**src/common/scratch_pkg.sv**
```systemverilog
// scratchpad shared types
// opcodes plus the command and response words that travel
// through the accumulating scratchpad pipeline.

package scratch_pkg;

	// default field widths of the command and response words.
	localparam int ADDR_W = 8;
	localparam int WORD_W = 16;

	// command opcodes.
	typedef enum logic [1:0] {
		OP_WRITE = 2'd0,
		OP_READ  = 2'd1,
		OP_ADD   = 2'd2
	} opcode_e;

	// command on the input channel and inside stage 1.
	typedef struct packed {
		opcode_e             op;
		logic [ADDR_W-1 : 0] addr;
		logic [WORD_W-1 : 0] data;
	} cmd_t;

	// response, the word's value after the command.
	typedef struct packed {
		logic [ADDR_W-1 : 0] addr;
		logic [WORD_W-1 : 0] data;
	} resp_t;

endpackage
```
**src/rtl/resp_stage.sv**
```systemverilog
// stage 3, response register
// one-entry output buffer; holds the response until the receiver
// takes it and stalls the pipeline behind it meanwhile.

`timescale 1ns/1ps

module resp_stage
	import scratch_pkg::*;
(
	input  logic  clock,
	input  logic  rst_n,

	// from stage 2
	input  resp_t s2_resp,
	input  logic  s2_valid,

	// response channel
	output resp_t resp,
	output logic  resp_valid,
	input  logic  resp_ready,

	// freezes stages 1 and 2
	output logic  stall
);

	logic load;

	// a held response that is not taken blocks everything upstream.
	assign stall = resp_valid & ~resp_ready;

	// empty or being drained this cycle.
	assign load = ~stall;

	always_ff @(posedge clock or negedge rst_n) begin
		if (!rst_n) begin
			resp_valid <= 1'b0;
		end else if (load) begin
			resp_valid <= s2_valid;
		end
	end

	always_ff @(posedge clock) begin
		if (load && s2_valid) begin
			resp <= s2_resp;
		end
	end

endmodule

```
**config.mk**
```make
export PLATFORM = sky130hd
export DESIGN_NAME = resp_stage
export DESIGN_NICKNAME = d
export VERILOG_FILES = /design/src/common/scratch_pkg.sv /design/src/rtl/resp_stage.sv
export SDC_FILE = /design/constraint.sdc
export NUM_CORES = 1
export LEC_CHECK = 0
export BUFFER_PORTS_ARGS = -buffer_cell sky130_fd_sc_hd__buf_4
export CAP_MARGIN = 25
export CORE_UTILIZATION = 39
export DETAILED_ROUTE_END_ITERATION = 10
export MAX_ROUTING_LAYER = met4
export PLACE_DENSITY = 0.75
export SKIP_CTS_REPAIR_TIMING = 1
export SYNTH_ARGS = -nofsm -noshare
export SYNTH_HDL_FRONTEND = slang
export SYNTH_SLANG_ARGS = --single-unit
```
**constraint.sdc**
```tcl
create_clock -name clock -period 1.2 [get_ports clock]
set_input_delay 0.12 -clock clock [delete_from_list [all_inputs] [get_ports clock]]
set_output_delay 0.12 -clock clock [all_outputs]
set_load 0.02 [all_outputs]
```
## After elaboration in Yosys (flattened, before gate mapping)

Index checks and enable logic that the tools add are counted.

- Flip-flop bits (word level): 25
- Input port bits: 28
- Output and inout port bits: 26

- Bitwise gates (word level): 3
- Reductions and logical operators: 1

Operators by type and width:

| operator | count |
|---|---|
| inverter 1 bit | 2 |
| bitwise AND 1 bit | 1 |
| logical AND 1 bit | 1 |

## Logic depth before layout (Yosys ltp)

- Depth after elaboration: 4
- Gate-level depth with buffers: 2
- Mapped depth without buffers: 2

## Least setup slack after synthesis

No wires, ideal clock.

- Path type: register to register
- Start point: reg resp_valid
- End point: reg resp[0] in the netlist's numbering (enable)
- Setup time: 0.326 ns
- Data arrival time: 0.853 ns
- Data required time: 0.874 ns
- Setup slack: 0.021 ns
- Stages on the path, launching flop included: 3
- Period minus slack after synthesis: 1.179 ns
- Cell sequence: dfrtp_1 > nand2b_4 > and2_4

- Cells in the longest elaborated chain, start to end: 3

Ends and longest elaborated chain:

| element | line | text |
|---|---|---|
| from (decl) | resp_stage.sv:19 | `output logic resp_valid,` |
| from (signal assigned) | resp_stage.sv:38 | `resp_valid <= s2_valid;` |
| bitwise AND 1 bit | resp_stage.sv:29 | `assign stall = resp_valid & ~resp_ready;` |
| inverter 1 bit | resp_stage.sv:32 | `assign load = ~stall;` |
| logical AND 1 bit | resp_stage.sv:43 | `if (load && s2_valid) begin` |
| to (signal assigned) | resp_stage.sv:44 | `resp <= s2_resp;` |
| to (decl) | resp_stage.sv:18 | `output resp_t resp,` |

No other way between the ends.
A chain may end at the register's enable or synchronous reset.

## Worst setup path after layout

- Start point: reg resp_valid
- End point: reg resp[20] in the netlist's numbering (enable)

The elaborated chain is that of the path after synthesis.

==> results.yml <==
final_layout:
  area_growth_pct: 92.0
  diodes: 0
  fin_nets: 141
  fill_cells: 102
  postLayoutCellArea_um2: 1490
  final_cells: 137
  drive_above_1_share_pct: 51.8
global_route:
  gr-usage-all-layers_pct: 13.9
  grt_pass1_vias: 431
  grt_overflow: 0
  antenna_found_initial: 0
  grt_pass1_wl_um: 1900
  grt_start_max_net_pins: 25
critical_path:
  startpoint_type: "register"
  worstPathMaxFanout: 24
  end_kind: "register"
  r2r_cells: 2
  worstSetupPathType: "reg -> reg"
  critical_path_arrival_ps: 1160
  cp.required_ps: 1200
yosys:
  yosysTopAreaCellShare_pct: 92.6
  synthCells: 29
  synth_largest_area_cell: "edfxtp_1"
  syn_avg_cell_area_um2: 26.8
  synth_nets: 57
  synthTopCellsByArea: "edfxtp_1, dfrtp_1, nand2b_4, and2_4, nand2b_1"
  synth_area_um2: 778
  synth-edff-count: 24
  yosysSeqAreaShare_pct: 95.8
  post_synth_num_cell_types: 6
  synth_most_common_cell: "edfxtp_1"
  synth_flop_cell: "edfxtp_1"
  ys_seq_elements: 25
  yosys_warnings: 0
  async_flop_share_pct: 4.00
routing:
  wl_met1_um: 664
  vias: 588
  post_drt_wl_per_cell_um: 13.8
  wl_um: 1890
  viasPerCell: 4.29
  dr.pass1.iters: 2
  dr_wl_met3_um: 104
  top_layer: "met4"
  remaining_drc_errors: 0
  dr_wl_met2_um: 1050
  drt_iter0_drc: 3
  antenna_left: 0
power_and_ir_drop:
  powerDensity_nw_per_um2: 1130
  p_leak_nw: 0.641
  ir_worst_vdd_mv: 0.883
  p_total_w: 0.00169
placement:
  port_buffers: 53
  dp_hpwl_um: 1130
  dp_cells: 107
  gp_congestion: 0.602
  placed_area_um2: 1210
floorplanning:
  initial_utilization_pct: 43.2
  coreArea_um2: 1800
  die_h_um: 46.7
  die_w_um: 46.7
  ioPinCount: 54
  die_area_um2: 2180
  row_count: 15
timing:
  grt_setup_unrepaired: "false"
  tns_ps: 0
  finalSetupViolCount: 0
  fin_crit_ps: 1150
  slew_headroom_pct: 79.9
  fmax_mhz: 868
  period_share_pct: 96.0
  maxSlewViolCount: 0
  worst_pin_slew_ps: 302
  finalHoldViolations: 0
  fin_worst_skew_ps: 0.914
clock_tree:
  clockBufferDepth: 2
  cts_root_buf: "clkbuf_4"
  htreeDepth: 1
  cts_tree: "yes"
  clk_pin_slew_ps: 120
  cts.sinks: 25
  cts_made_buffers: 3
  insertion_delay_ps: 310
worst_hold_path:
  hold_path_class: "in -> reg"
  hold_path_depth: 3
status:
  status: "finished, final reports clean"
run:
  cap_viol_max_count: 0
==> kinds of logic (layout without fill, tap and decap cells) <==
family	count (synthesis)	count (layout)	synth area share, %
AND/OR/NAND/NOR	3	3	3.70
flip-flops	25	25	95.8
buffers and inverters	1	84	0.482
==> final cells by class <==
class                   count  area [um^2]  share of cell area [%]
well taps                  25         31.3                    2.09
repair buffers             79          658                    44.1
inverters                   1         3.75                   0.251
flip-flops and latches     25          746                    49.9
clock buffers               4         26.3                    1.76
multi-input cells           3         28.8                    1.93
==> sequential cells by signal, indices dropped and copies added, names as in the netlist <==
| signal | cells |
|---|---|
| resp | 24 |
| resp_valid | 1 |
==> power breakdown <==
group	switching, W	leakage (nW)	internal [W]
clock network	0.000228	0.0150	0.000130
registers	0.0000151	0.239	0.00101
logic	0.000130	0.386	0.000173
total	0.000373	0.641	0.00132
==> worst paths after layout <==
kind,from,endpoint,slack [ps]
setup reg to reg,resp_valid,resp[20],50
hold reg to reg,resp_valid,resp_valid,560
max in group asynchronous,rst_n,resp_valid,1010
setup / recovery,resp_valid,resp[20],50
min in group asynchronous,rst_n,resp_valid,110
hold / removal,resp_ready,resp_valid,80
==> per-layer routing <==
layer / track usage [%] / vias to the layer above
met1: 14.8 / 276
met4: 8.57 / 0
li1: - / 276
met3: 3.53 / 7
met5: - / -
met2: 22.8 / 29
==> cells in the final DEF (no fill, tap or decap) <==
master	count
dfrtp_1	1
and2_4	1
clkbuf_4	3
clkbuf_1	1
dlygate4sd3_1	26
buf_4	53
edfxtp_1	24
inv_1	1
nand2b_4	1
nand2b_1	1
==> through the flow <==
| step | utilization, % | setup slack (ps) | hold slack [ps] |
|---|---|---|---|
| after CTS | 68.5 | 29.3 | -458 |
| after detailed placement | 67.0 | 48.3 | -103 |
| final | 82.9 | 47.9 | 77.0 |
| after global placement | 67.0 | 64.8 | -104 |
| after global routing | 82.9 | 12.4 | 66.4 |
| after floorplan | - | 20.6 | -176 |
==> critical path: stages (launching register included) <==
cell	delay [ps]
dfrtp_1	420
nand2b_4	80
and2_4	330
Note: power is estimated with default switching activity, not from simulation.
