$ cat config.mk
export PLATFORM = sky130hd
export DESIGN_NAME = cmd_decode
export DESIGN_NICKNAME = d
export VERILOG_FILES = /design/src/common/scratch_pkg.sv /design/src/rtl/cmd_decode.sv
export SDC_FILE = /design/constraint.sdc
export NUM_CORES = 1
export LEC_CHECK = 0
export ABC_AREA = 0
export ABC_CLOCK_PERIOD_IN_PS = 2000
export BUFFER_PORTS_ARGS = -buffer_cell sky130_fd_sc_hd__buf_2
export CAP_MARGIN = 20
export CORE_AREA = 2 2 49 51
export CTS_BUF_LIST = sky130_fd_sc_hd__clkbuf_8
export CTS_CLUSTER_DIAMETER = 150
export CTS_CLUSTER_SIZE = 40
export DETAILED_ROUTE_END_ITERATION = 16
export DIE_AREA = 0 0 51 53
export HOLD_SLACK_MARGIN = 0.15
export PLACE_DENSITY = 0.87
export SYNTH_ARGS = -nofsm -noshare
export SYNTH_HDL_FRONTEND = slang
export SYNTH_SLANG_ARGS = --single-unit
$ cat constraint.sdc
create_clock -name clock -period 2 [get_ports clock]
set_clock_uncertainty 0.15 [all_clocks]
set_input_delay 0.4 -clock clock [delete_from_list [all_inputs] [get_ports clock]]
set_output_delay 0.4 -clock clock [all_outputs]
set_load 0.05 [all_outputs]
$ cat src/common/scratch_pkg.sv
// scratchpad shared types
// opcodes plus the command and response words that travel
// through the accumulating scratchpad pipeline.

package scratch_pkg;

	// default field widths of the command and response words.
	localparam int ADDR_W = 8;
	localparam int WORD_W = 16;

	// command opcodes.
	typedef enum logic [1:0] {
		OP_WRITE = 2'd0,
		OP_READ  = 2'd1,
		OP_ADD   = 2'd2
	} opcode_e;

	// command on the input channel and inside stage 1.
	typedef struct packed {
		opcode_e             op;
		logic [ADDR_W-1 : 0] addr;
		logic [WORD_W-1 : 0] data;
	} cmd_t;

	// response, the word's value after the command.
	typedef struct packed {
		logic [ADDR_W-1 : 0] addr;
		logic [WORD_W-1 : 0] data;
	} resp_t;

endpackage
$ cat src/rtl/cmd_decode.sv
// stage 1, command decode
// accepts commands, registers them and issues the ram read
// so the old word arrives together with stage 2's turn.

`timescale 1ns/1ps

module cmd_decode
	import scratch_pkg::*;
#(
	parameter int ADDR_BITS = 8
) (
	input  logic                   clock,
	input  logic                   rst_n,

	// command channel
	input  cmd_t                   cmd,
	input  logic                   cmd_valid,
	output logic                   cmd_ready,
	input  logic                   stall,

	// to stage 2
	output cmd_t                   s1_cmd,
	output logic                   s1_valid,

	// ram port 1 read
	output logic [ADDR_BITS-1 : 0] ram_addr,
	output logic                   ram_read_ena
);

	logic accept;

	// a response leaving frees the pipeline in the same cycle.
	assign cmd_ready = ~stall;
	assign accept = cmd_valid & ~stall;

	// read with the incoming address, data lands as the command reaches stage 2.
	assign ram_addr = cmd.addr;
	assign ram_read_ena = accept;

	always_ff @(posedge clock or negedge rst_n) begin
		if (!rst_n) begin
			s1_valid <= 1'b0;
		end else if (!stall) begin
			s1_valid <= cmd_valid;
		end
	end

	// payload only moves with an accepted command.
	always_ff @(posedge clock) begin
		if (accept) begin
			s1_cmd <= cmd;
		end
	end

endmodule

[Yosys cells after proc, flatten, opt, wreduce, memory -nomap -nowiden]
Index checks and enable logic that the tools add are counted.
Operators by class
  $add $sub $neg: 0
  multipliers: 0
  div/mod/pow operators: 0
  magnitude comparators: 0
  equality and inequality tests: 0
  shift operators: 0
  mux-type cells: 0
  bitwise logic cells: 2
  reductions and logical operators: 0
Operators by type and width (count)
  bitwise AND 1 bit: 1
  inverter 1 bit: 1
Storage, ports and cells
  register bits after elaboration: 27
  bits in latches: 0
  bits in writable memories: 0
  memory bits (read-only): 0
  input bits: 30
  output and inout port bits: 37
  logic and storage cells: 6
  memories kept: 0

[Logic depth before layout (Yosys ltp)]
  word-level depth: 2
  depth in mapped cells: 1
  gate-level depth less buffers: 1

[Worst setup path before layout]
No wires, ideal clock.
  kind: input port to output port
  from: input port stall
  to: output port ram_read_ena
  data arrival time: 1.044 ns
  data required time: 1.450 ns
  setup slack: 0.406 ns
  cell stages on the path: 1
  path buffers: 0
  path through: and2b_2
On the way
  longest elaborated chain between the ends: 2
RTL lines
  from (decl): RTL line cmd_decode.sv:19  | input logic stall,
  inverter 1 bit: RTL line cmd_decode.sv:34  | assign accept = cmd_valid & ~stall;
  bitwise AND 1 bit: RTL line cmd_decode.sv:34
  to (decl): RTL line cmd_decode.sv:27  | output logic ram_read_ena
Every way passes these cells.

[Worst setup path in the final report]
Ends and elaborated chain as after synthesis.

==> results.ini <==
[run_status]
outcome=complete, no violations

[die]
num_io_pins=67
die_area_mm2=0.00270
die_h_um=53
fp.coreArea_mm2=0.00215
placementRows=17
start_util_pct=41.6
die_w_um=51

[layout]
fill_cells=167
multiInputGateArea_um2=23.8
final_util_pct=60.7
nNetsFinal=137
diodes=0
synthToLayoutAreaGrowth_pct=46.1
regArea_um2=806
drive_above_1_share_pct=68.9

[synth]
syn_area_um2=893
synthArstFlopShare_pct=3.70
yosysWarnings=0
synth_area_leader_cell=edfxtp_1
synth_edf_count=26
syn-num-nets=68
synth.most_common_cell=edfxtp_1
netlist_instances=38
synth-seq-area-share_pct=90.2
syn_area_per_cell_um2=23.5
yosys.cell_types.count=6
synth-main-ff-cell=edfxtp_1
synth_common_cells=edfxtp_1, buf_4
synth-seq-cells=27
netlist_top_cells_area=edfxtp_1, buf_4, dfrtp_1, mux2_4, and2b_2
synth_top_cell_area_share_pct=87.4

[setup_path]
crit_fanout=3
critical_path_class=input port to primary output
r2r_setup_slack_ps=1100
reg2reg_to=s1_valid
r2r_start=s1_valid
ff2ff_path_depth=1
crit_path_start_kind=input port
arrival_ps=1010
end_kind=primary output
critical_path_required_ps=1450

[power_and_ir_drop]
leakage_nw=0.582
power_frac_seq_pct=54.4
p_sw_share_pct=29.9
switchingPower_w=0.000369
peakVddDrop_mv=0.422
intPower_w=0.000865
power_frac_comb_pct=22.0
power.share.clock_pct=23.6
p_per_area_mw_per_mm2=946

[clock_network]
worstSkewPairLatency_ps=260
clk_path_buf_depth=2
clock_sink_count=27
cts_tree=done
clkTransAtPathRegs_ps=90
htreeDepth=1
cts_resized=0
cts_buffers=3
root_buffer=clkbuf_8

[sta]
setup_tns_ps=0
period_minus_slack_ps=1560
worstMarginPinSlew_ps=296
finalMaxSlewViolations=0
fin_crit_sh_pct=78.2
fmax_mhz=639
rsz0062_at_grt=no
slew_headroom_pct=80.3
hold_violations=0
setup_violations=0

[global_routing]
grt_max_degree=27
grt_pass1_vias=498
antenna_found_initial=0
grt.total_usage_pct=14.5
grt_pass1_wl_um=2500
grt-ovfl-total=0

[flow_run]
cap_viol_max_count=0

[detailed_routing]
via_count=553
drc=0
drtAntennaViolNets=0
dr.pass1.iters=2
first_iter_violations=1
drt_wl_total_um=1860
routed_via_density=4.13
wl_per_cell_um=13.9

[hold_path]
min_to=s1_cmd[11]
min_path_cells=1
min_from=cmd[11]
min_path_type=input port to flip-flop

[placed_design]
portBuffers=66
dp_hpwl_um=1360
place_congestion=0.609

## cells in the final DEF, fill, tap and decap left out
master	synthesis	final
inv_1	1	1
clkinvlp_4	0	1
buf_4	8	1
mux2_4	1	1
and2b_2	1	1
clkbuf_8	0	3
dlygate4sd3_1	0	5
edfxtp_1	26	26
buf_2	0	66
dfrtp_1	1	1
## power by group through the flow
stage / clock [W] / sequential, W / combinational, W
floorplan: 0 / 0.000819 / 0.0000629
global placement: 0 / 0.000682 / 0.000261
detailed placement: 0 / 0.000684 / 0.000264
CTS: 0.000303 / 0.000672 / 0.000268
global route: 0.000321 / 0.000675 / 0.000283
finish: 0.000291 / 0.000671 / 0.000272
## worst max-delay path by stage
stage / from / to / slack (ps) / cells after the start
4_1_cts: stall / ram_read_ena / 430 / 3
2_1_floorplan: stall / ram_read_ena / 410 / 1
6_report: stall / ram_read_ena / 440 / 3
5_1_grt: stall / ram_read_ena / 420 / 3
3_5_place_dp: stall / ram_read_ena / 440 / 3
3_3_place_gp: stall / ram_read_ena / 440 / 3
## layer usage
| layer | share of wire (%) | GRT usage [%] | up-vias | routed length [um] |
|---|---|---|---|---|
| li1 | - | - | 267 | - |
| met1 | 37 | 14.2 | 237 | 684 |
| met5 | 0 | 0 | - | 0 |
| met4 | 1.4 | 9.46 | 0 | 26 |
| met2 | 48 | 24.7 | 47 | 892 |
| met3 | 14 | 6.50 | 2 | 252 |
## registers in the layout, indices dropped and copies added (netlist names)
name,flops
s1_cmd,26
s1_valid,1
## what timing repair did
item	in CTS	in global routing
setup buffers	0	0
hold endpoints to repair	2	3
hold buffers	2	3
## through the flow
stage | hold slack [ps] | power, W | instances | area (um2) | setup slack (ps)
final | 159 | 0.00123 | 134 | 1310 | 435
after global routing | 152 | 0.00128 | 134 | 1310 | 420
after CTS | 151 | 0.00124 | 131 | 1270 | 435
after detailed placement | 26.1 | 0.000948 | 125 | 1210 | 440
after global placement | 26.7 | 0.000944 | 125 | 1210 | 444
after floorplan | -45.6 | 0.000882 | 38 | 893 | 406
## worst max-delay path, cell delays in order
cell	delay (ps)
buf_2	110
and2b_2	230
buf_2	270
## cells by family (layout without fill, tap and decap cells)
| family | after synthesis | count (layout) | share of synthesized area [%] |
|---|---|---|---|
| flip-flops | 27 | 27 | 90.2 |
| buffers and inverters | 9 | 77 | 7.14 |
| multiplexers | 1 | 1 | 1.68 |
| AND/OR/NAND/NOR | 1 | 1 | 0.981 |
## layout make-up
class                      count  area share (%)
tap                           28            2.68
clock buffer                   3            3.16
multi-input combinational      2            1.82
timing repair buffer          72            29.7
sequential                    27            61.7
clock inverter                 1           0.575
inverter                       1           0.288
No activity file was read; power rests on OpenSTA's default activity.
