$ cat src/common/scratch_pkg.sv
// scratchpad shared types
// opcodes plus the command and response words that travel
// through the accumulating scratchpad pipeline.

package scratch_pkg;

	// default field widths of the command and response words.
	localparam int ADDR_W = 8;
	localparam int WORD_W = 16;

	// command opcodes.
	typedef enum logic [1:0] {
		OP_WRITE = 2'd0,
		OP_READ  = 2'd1,
		OP_ADD   = 2'd2
	} opcode_e;

	// command on the input channel and inside stage 1.
	typedef struct packed {
		opcode_e             op;
		logic [ADDR_W-1 : 0] addr;
		logic [WORD_W-1 : 0] data;
	} cmd_t;

	// response, the word's value after the command.
	typedef struct packed {
		logic [ADDR_W-1 : 0] addr;
		logic [WORD_W-1 : 0] data;
	} resp_t;

endpackage
$ cat src/rtl/accum_stage.sv
// stage 2, accumulate and write back
// picks the old word from the ram or from the previous write,
// computes the new value, writes it to the ram and registers the response.

`timescale 1ns/1ps

module accum_stage
	import scratch_pkg::*;
#(
	parameter int ADDR_BITS = 8,
	parameter int WORD_BITS = 16
) (
	input  logic                   clock,
	input  logic                   rst_n,

	// from stage 1
	input  cmd_t                   s1_cmd,
	input  logic                   s1_valid,
	input  logic                   stall,

	// ram port 1
	input  logic [WORD_BITS-1 : 0] ram_data,
	output logic                   write_ena,
	output logic [ADDR_BITS-1 : 0] write_addr,
	output logic [WORD_BITS-1 : 0] write_data,

	// to stage 3
	output resp_t                  s2_resp,
	output logic                   s2_valid
);

	// record of the last write.
	logic                   fwd_valid;
	logic [ADDR_BITS-1 : 0] fwd_addr;
	logic [WORD_BITS-1 : 0] fwd_data;

	logic                   fwd_hit;
	logic                   is_write_op;
	logic [WORD_BITS-1 : 0] old_word;
	logic [WORD_BITS-1 : 0] new_word;

	// the ram read for this command was issued at the edge of that write,
	// so it still carries the stale word.
	assign fwd_hit = fwd_valid && (fwd_addr == s1_cmd.addr);
	assign old_word = fwd_hit ? fwd_data : ram_data;

	always_comb begin
		case (s1_cmd.op)
			OP_WRITE: new_word = s1_cmd.data;
			// wraps around at WORD_BITS.
			OP_ADD:   new_word = old_word + s1_cmd.data;
			default:  new_word = old_word;
		endcase
	end

	assign is_write_op = (s1_cmd.op == OP_WRITE) || (s1_cmd.op == OP_ADD);

	// ram write at the same edge that registers the response.
	assign write_ena = s1_valid & is_write_op & ~stall;
	assign write_addr = s1_cmd.addr;
	assign write_data = new_word;

	always_ff @(posedge clock or negedge rst_n) begin
		if (!rst_n) begin
			s2_valid  <= 1'b0;
			fwd_valid <= 1'b0;
		end else if (!stall) begin
			s2_valid  <= s1_valid;
			fwd_valid <= write_ena;
		end
	end

	always_ff @(posedge clock) begin
		if (write_ena) begin
			fwd_addr <= write_addr;
			fwd_data <= write_data;
		end
	end

	always_ff @(posedge clock) begin
		if (s1_valid && !stall) begin
			s2_resp.addr <= s1_cmd.addr;
			s2_resp.data <= new_word;
		end
	end

endmodule

$ cat config.mk
export PLATFORM = sky130hd
export DESIGN_NAME = accum_stage
export DESIGN_NICKNAME = d
export VERILOG_FILES = /design/src/common/scratch_pkg.sv /design/src/rtl/accum_stage.sv
export SDC_FILE = /design/constraint.sdc
export NUM_CORES = 1
export LEC_CHECK = 0
export BUFFER_PORTS_ARGS = -buffer_cell sky130_fd_sc_hd__buf_2
export CAP_MARGIN = 30
export CORE_ASPECT_RATIO = 1.5
export CORE_MARGIN = 2
export CORE_UTILIZATION = 30
export CTS_BUF_LIST = sky130_fd_sc_hd__clkbuf_2
export CTS_CLUSTER_SIZE = 25
export DETAILED_ROUTE_END_ITERATION = 16
export PLACE_DENSITY = 0.54
export SLEW_MARGIN = 20
export SYNTH_ARGS = -nofsm -noshare
export SYNTH_HDL_FRONTEND = slang
export SYNTH_SLANG_ARGS = --single-unit
$ cat constraint.sdc
create_clock -name clock -period 8.9 [get_ports clock]
set_input_delay 0.445 -clock clock [delete_from_list [all_inputs] [get_ports clock]]
set_output_delay 0.445 -clock clock [all_outputs]
set_load 0.1 [all_outputs]
# == Word level (Yosys, flattened, before mapping) ==
# Cells that the tools add are included.
# word_totals
output_inout_bits,50
word_cells,19
reg_bits,50
# op_classes
bitwise_logic,3
n_mux,2
eq_ne,2
n_reduce_logical,5
addsub,1
# op_table
operator,count
one-hot mux 16 bit (2 select lines),1
adder 16 bit,1
2-to-1 mux 16 bit,1
equality test 8 bit,1
bitwise AND 1 bit,2
"equality test 2 bit, second input constant",1
logical AND 1 bit,2
zero test 2 bit,1
zero test 1 bit,1
logical OR 1 bit,1
inverter 1 bit,1

# == Logic depth before layout (Yosys ltp) ==
# logic_depth
word_depth,5
ltp_mapped,15
ltp_nobuf,14

# == Worst setup path before layout ==
# OpenSTA, ideal clock, no wires.
# synth_path
path_type,input -> register
from,input port s1_cmd[22] (netlist bit)
to,"register fwd_data[13], data pin"
path_stages,14
path_buffers,1
setup_ns,0.631
slack_ns,3.076
arrival_ns,5.193
path_cell_list,xnor2_1 -> nand3_1 -> nor3_4 -> buf_2 -> mux2i_1 -> inv_1 -> ha_1 -> a211oi_1 -> o211ai_1 -> a21o_1 -> a31o_2 -> a21oi_1 -> xor2_1 -> o21ai_0
# synth_via
elab_chain_cells,5
# synth_rtl
item,line,source
start: declaration,accum_stage.sv:17,"input cmd_t s1_cmd,"
equality test 8 bit (*),accum_stage.sv:44,assign fwd_hit = fwd_valid && (fwd_addr == s1_cmd.addr);
logical AND 1 bit (*),accum_stage.sv:44,
2-to-1 mux 16 bit (*),accum_stage.sv:45,assign old_word = fwd_hit ? fwd_data : ram_data;
adder 16 bit,accum_stage.sv:51,OP_ADD: new_word = old_word + s1_cmd.data;
one-hot mux 16 bit (2 select lines) (*),accum_stage.sv:48,case (s1_cmd.op)
net write_data[13],accum_stage.sv:25,"output logic [WORD_BITS-1 : 0] write_data,"
end signal: assignment,accum_stage.sv:76,fwd_data <= write_data;
end: declaration,accum_stage.sv:35,logic [WORD_BITS-1 : 0] fwd_data;
# The timed path passes the listed nets; every way through them passes the cells marked *.
# A chain may end at the register's enable or synchronous reset.

# == Worst setup path after layout ==
# layout_path
from,register fwd_addr[6]
to,output port write_data[8]
# layout_via
elab_chain_cells,5
# layout_rtl
item,line,source
start: declaration,accum_stage.sv:34,logic [ADDR_BITS-1 : 0] fwd_addr;
start signal: assignment,accum_stage.sv:75,fwd_addr <= write_addr;
equality test 8 bit (*),accum_stage.sv:44,
logical AND 1 bit (*),accum_stage.sv:44,
2-to-1 mux 16 bit (*),accum_stage.sv:45,
adder 16 bit,accum_stage.sv:51,
one-hot mux 16 bit (2 select lines) (*),accum_stage.sv:48,
end: declaration,accum_stage.sv:25,
# Every way passes the cells marked *; elsewhere a longest branch is shown, timed or not.

==> results.yml <==
outcome:
  outcome: "complete, no violations"
timing:
  maxSlewHeadroom: 0.4117
  post-route-period-util: 0.5887
  finalMaxSlewViolations: 0
  rsz0062_at_grt: "false"
  hold_viol: 0
  clock_skew_ns: 0.02398
  worst_slew_pin_slew_ns: 0.8796
  finalSetupViolations: 0
  fin_setup_tns_ns: 0
  fmax_mhz: 190.9
  fin_crit_ns: 5.239
clock_tree:
  clkSinkCount: 50
  clk_transition_reported_paths_ns: 0.26
  postCtsSetupBuffers: 0
  cts_made_buffers: 5
  cts_root_buffer: "clkbuf_2"
  cts_tree: "yes"
  clock_path_buffers: 2
  clk_latency_ns: 0.46
  cts_hold_buffers: 1
  cts_resized: 0
  cts.htree.levels: 2
routing:
  num_vias: 2291
  drt_iter0_drc: 60
  drt_first_pass_iters: 5
  drt_wl_total_um: 7189
  viasPerCell: 5.002
  ant_nets: 0
  drc: 0
  wl_per_cell_um: 15.70
cells_and_area:
  area_growth_pct: 21.60
  final_nets: 404
  layout-drive-gt1-share: 0.3636
  fillers: 993
  design_area_um2: 3585
flow_run:
  maxCapViolations: 0
power_and_ir_drop:
  p_switching_mw: 0.2880
  p_int_mw: 0.3799
  power.total_mw: 0.6679
  vdd_drop_max_v: 0.00007468
  seqPwrFrac: 0.421
  clkPwrFrac: 0.185
  p_leak_nw: 1.529
  combPwrFrac: 0.394
  p_per_area_nw_per_um2: 186.3
  switching_share: 0.4312
worst_setup_path:
  worst_ep_arrival_time_ns: 4.79
  cp-end-kind: "output port"
  r2r_setup_slack_ns: 4.77
  reg2reg_to: "fwd_data[15]"
  r2r-start: "fwd_addr[6]"
  cp_max_fo: 16
  worst-setup-path-type: "reg2out"
  r2r_cells: 13
  crit_required_ns: 8.46
  cp-start-kind: "flip-flop"
min_path:
  hp-class: "in2reg"
  hold_start: "s1_cmd[20]"
  hold_depth: 1
  holdPathEnd: "s2_resp[20]"
synth:
  syn_area_per_cell_um2: 11.79
  yosysWarnings: 0
  syn_nets: 314
  synth_ff_type: "edfxtp_1"
  yosys_register_bits: 50
  netlist_area_um2: 2948
  async_flop_share: 0.04000
  ys_seq_area_frac: 0.5059
  synth_edf_count: 48
  syn_inst: 250
  synth.distinct_cells: 45
floorplanning:
  die_w_um: 84.94
  fp-row-count: 44
  die_area_um2: 10650
  dieHeight_um: 125.4
  core_um2: 9634
  boundaryPins: 96
  initial_core_util: 0.3060
placement:
  post_dp_cell_area_um2: 3505
  gp_congestion: 0.8469
  dp_hpwl_um: 5465
  placement.io_buffers: 95
global_routing:
  grt_max_degree: 27
  grt_usage: 0.1343
  grt_pass1_vias: 2208
  grt_pass1_wl_um: 11090
  grt_overflow: 0
  antenna_found_initial: 2
## worst max path at each step
stage | startpoint | endpoint | slack (ns) | depth (start not counted)
2_1_floorplan | s1_cmd[22] | fwd_data[13] | 3.08 | 14
4_1_cts | fwd_addr[6] | write_data[13] | 3.46 | 14
3_3_place_gp | s1_cmd[22] | write_data[13] | 3.86 | 15
6_report | fwd_addr[6] | write_data[8] | 3.66 | 15
5_1_grt | fwd_addr[6] | write_data[13] | 3.17 | 14
3_5_place_dp | s1_cmd[22] | write_data[13] | 3.83 | 15
## metrics by stage
stage / utilization / cells / setup slack (ns) / hold WS, ns
3_3_place_gp: 0.3622 / 446 / 3.857 / 0.2329
3_5_place_dp: 0.3638 / 447 / 3.831 / 0.2381
4_1_cts: 0.3716 / 456 / 3.463 / 0.1594
2_1_floorplan: - / 250 / 3.076 / 0.1494
5_1_grt: 0.3718 / 457 / 3.168 / 0.1273
6_report: 0.3721 / 458 / 3.661 / 0.1881
## power groups by stage
stage | registers, mW | logic, mW | clock network, mW
2_1_floorplan | 0.353 | 0.152 | 0
3_3_place_gp | 0.286 | 0.262 | 0
3_5_place_dp | 0.287 | 0.264 | 0
4_1_cts | 0.282 | 0.265 | 0.130
5_1_grt | 0.283 | 0.278 | 0.140
6_report | 0.281 | 0.263 | 0.124
## critical path, cell delays in order (launching register included)
cell and delay, ns:
edfxtp_1 0.44, xnor2_1 0.17, nand3_1 0.17, nor3_4 0.75, mux2_2 0.32, ha_1 0.19, inv_1 0.06, fa_1 0.40
nor2b_1 0.12, o21a_1 0.15, o21ai_2 0.08, a21oi_1 0.37, xor2_1 0.19, mux2i_1 0.09, o21ai_0 0.34, buf_2 0.50
## synth_stat cells, drive strengths merged, types with 2 or more instances
cell type,n,area (µm²)
o211ai,5,37.54
nor4,2,12.51
mux2,15,168.9
inv,6,22.52
a31oi,4,25.02
nor2,7,26.28
nand3,5,25.02
mux2i,10,100.1
xnor2,11,96.34
dfrtp,2,50.05
and3,3,18.77
ha,17,212.7
a21o,9,67.56
buf,9,65.06
nand2,20,75.07
xor2,7,61.31
o21ai,18,93.84
nand2b,3,18.77
and4,2,17.52
nor2b,2,12.51
edfxtp,48,1441
nor3,4,31.28
a22oi,4,30.03
clkbuf,6,22.52
a21oi,14,70.07
## cell usage in the layout, fill, tap and decap left out, types with 4 or more instances in the layout
cell / instances
xor2_1: 7
inv_1: 6
edfxtp_1: 48
clkbuf_2: 5
a31oi_1: 4
o211ai_1: 5
ha_1: 17
a22oi_1: 4
nor2_1: 6
nand3_1: 5
mux2_2: 15
nand2_1: 20
xnor2_1: 11
o21ai_0: 17
mux2i_1: 10
buf_2: 95
a21o_1: 9
a21oi_1: 14
## layer usage
layer  part of all wire  GRT usage
met1               0.39     0.1454
met2               0.54     0.2422
met3              0.045    0.02970
met4              0.028    0.06629
met5                  0          0
## sequential cells by signal, indices dropped and copies added (netlist names)
register	count
fwd_addr	8
fwd_data	16
fwd_valid	1
s2_resp	24
s2_valid	1
## layout make-up
class / instances / area (µm²) / share of cell area
diodes: 2 / 5.005 / 0.001396
well taps: 115 / 143.9 / 0.04014
flip-flops and latches: 50 / 1491 / 0.4161
clock buffers: 5 / 25.02 / 0.006981
multi-input cells: 179 / 1349 / 0.3763
inverters: 6 / 22.52 / 0.006283
repair buffers: 98 / 508.0 / 0.1417
clock inverters: 3 / 40.04 / 0.01117
## kinds of logic (layout without fill, tap and decap cells)
kind of cell	after synthesis	count (layout)	synth area share
AOI/OAI and AO/OA	63	63	0.1337
and+or+nand+nor	55	55	0.09933
DFF	50	50	0.5059
muxes	25	25	0.09126
buffers and inverters	21	112	0.03735
adders and majority gates	18	18	0.07895
xor gates and xnor gates	18	18	0.05348
other	0	2	0
No activity file was read; power rests on OpenSTA's default activity.
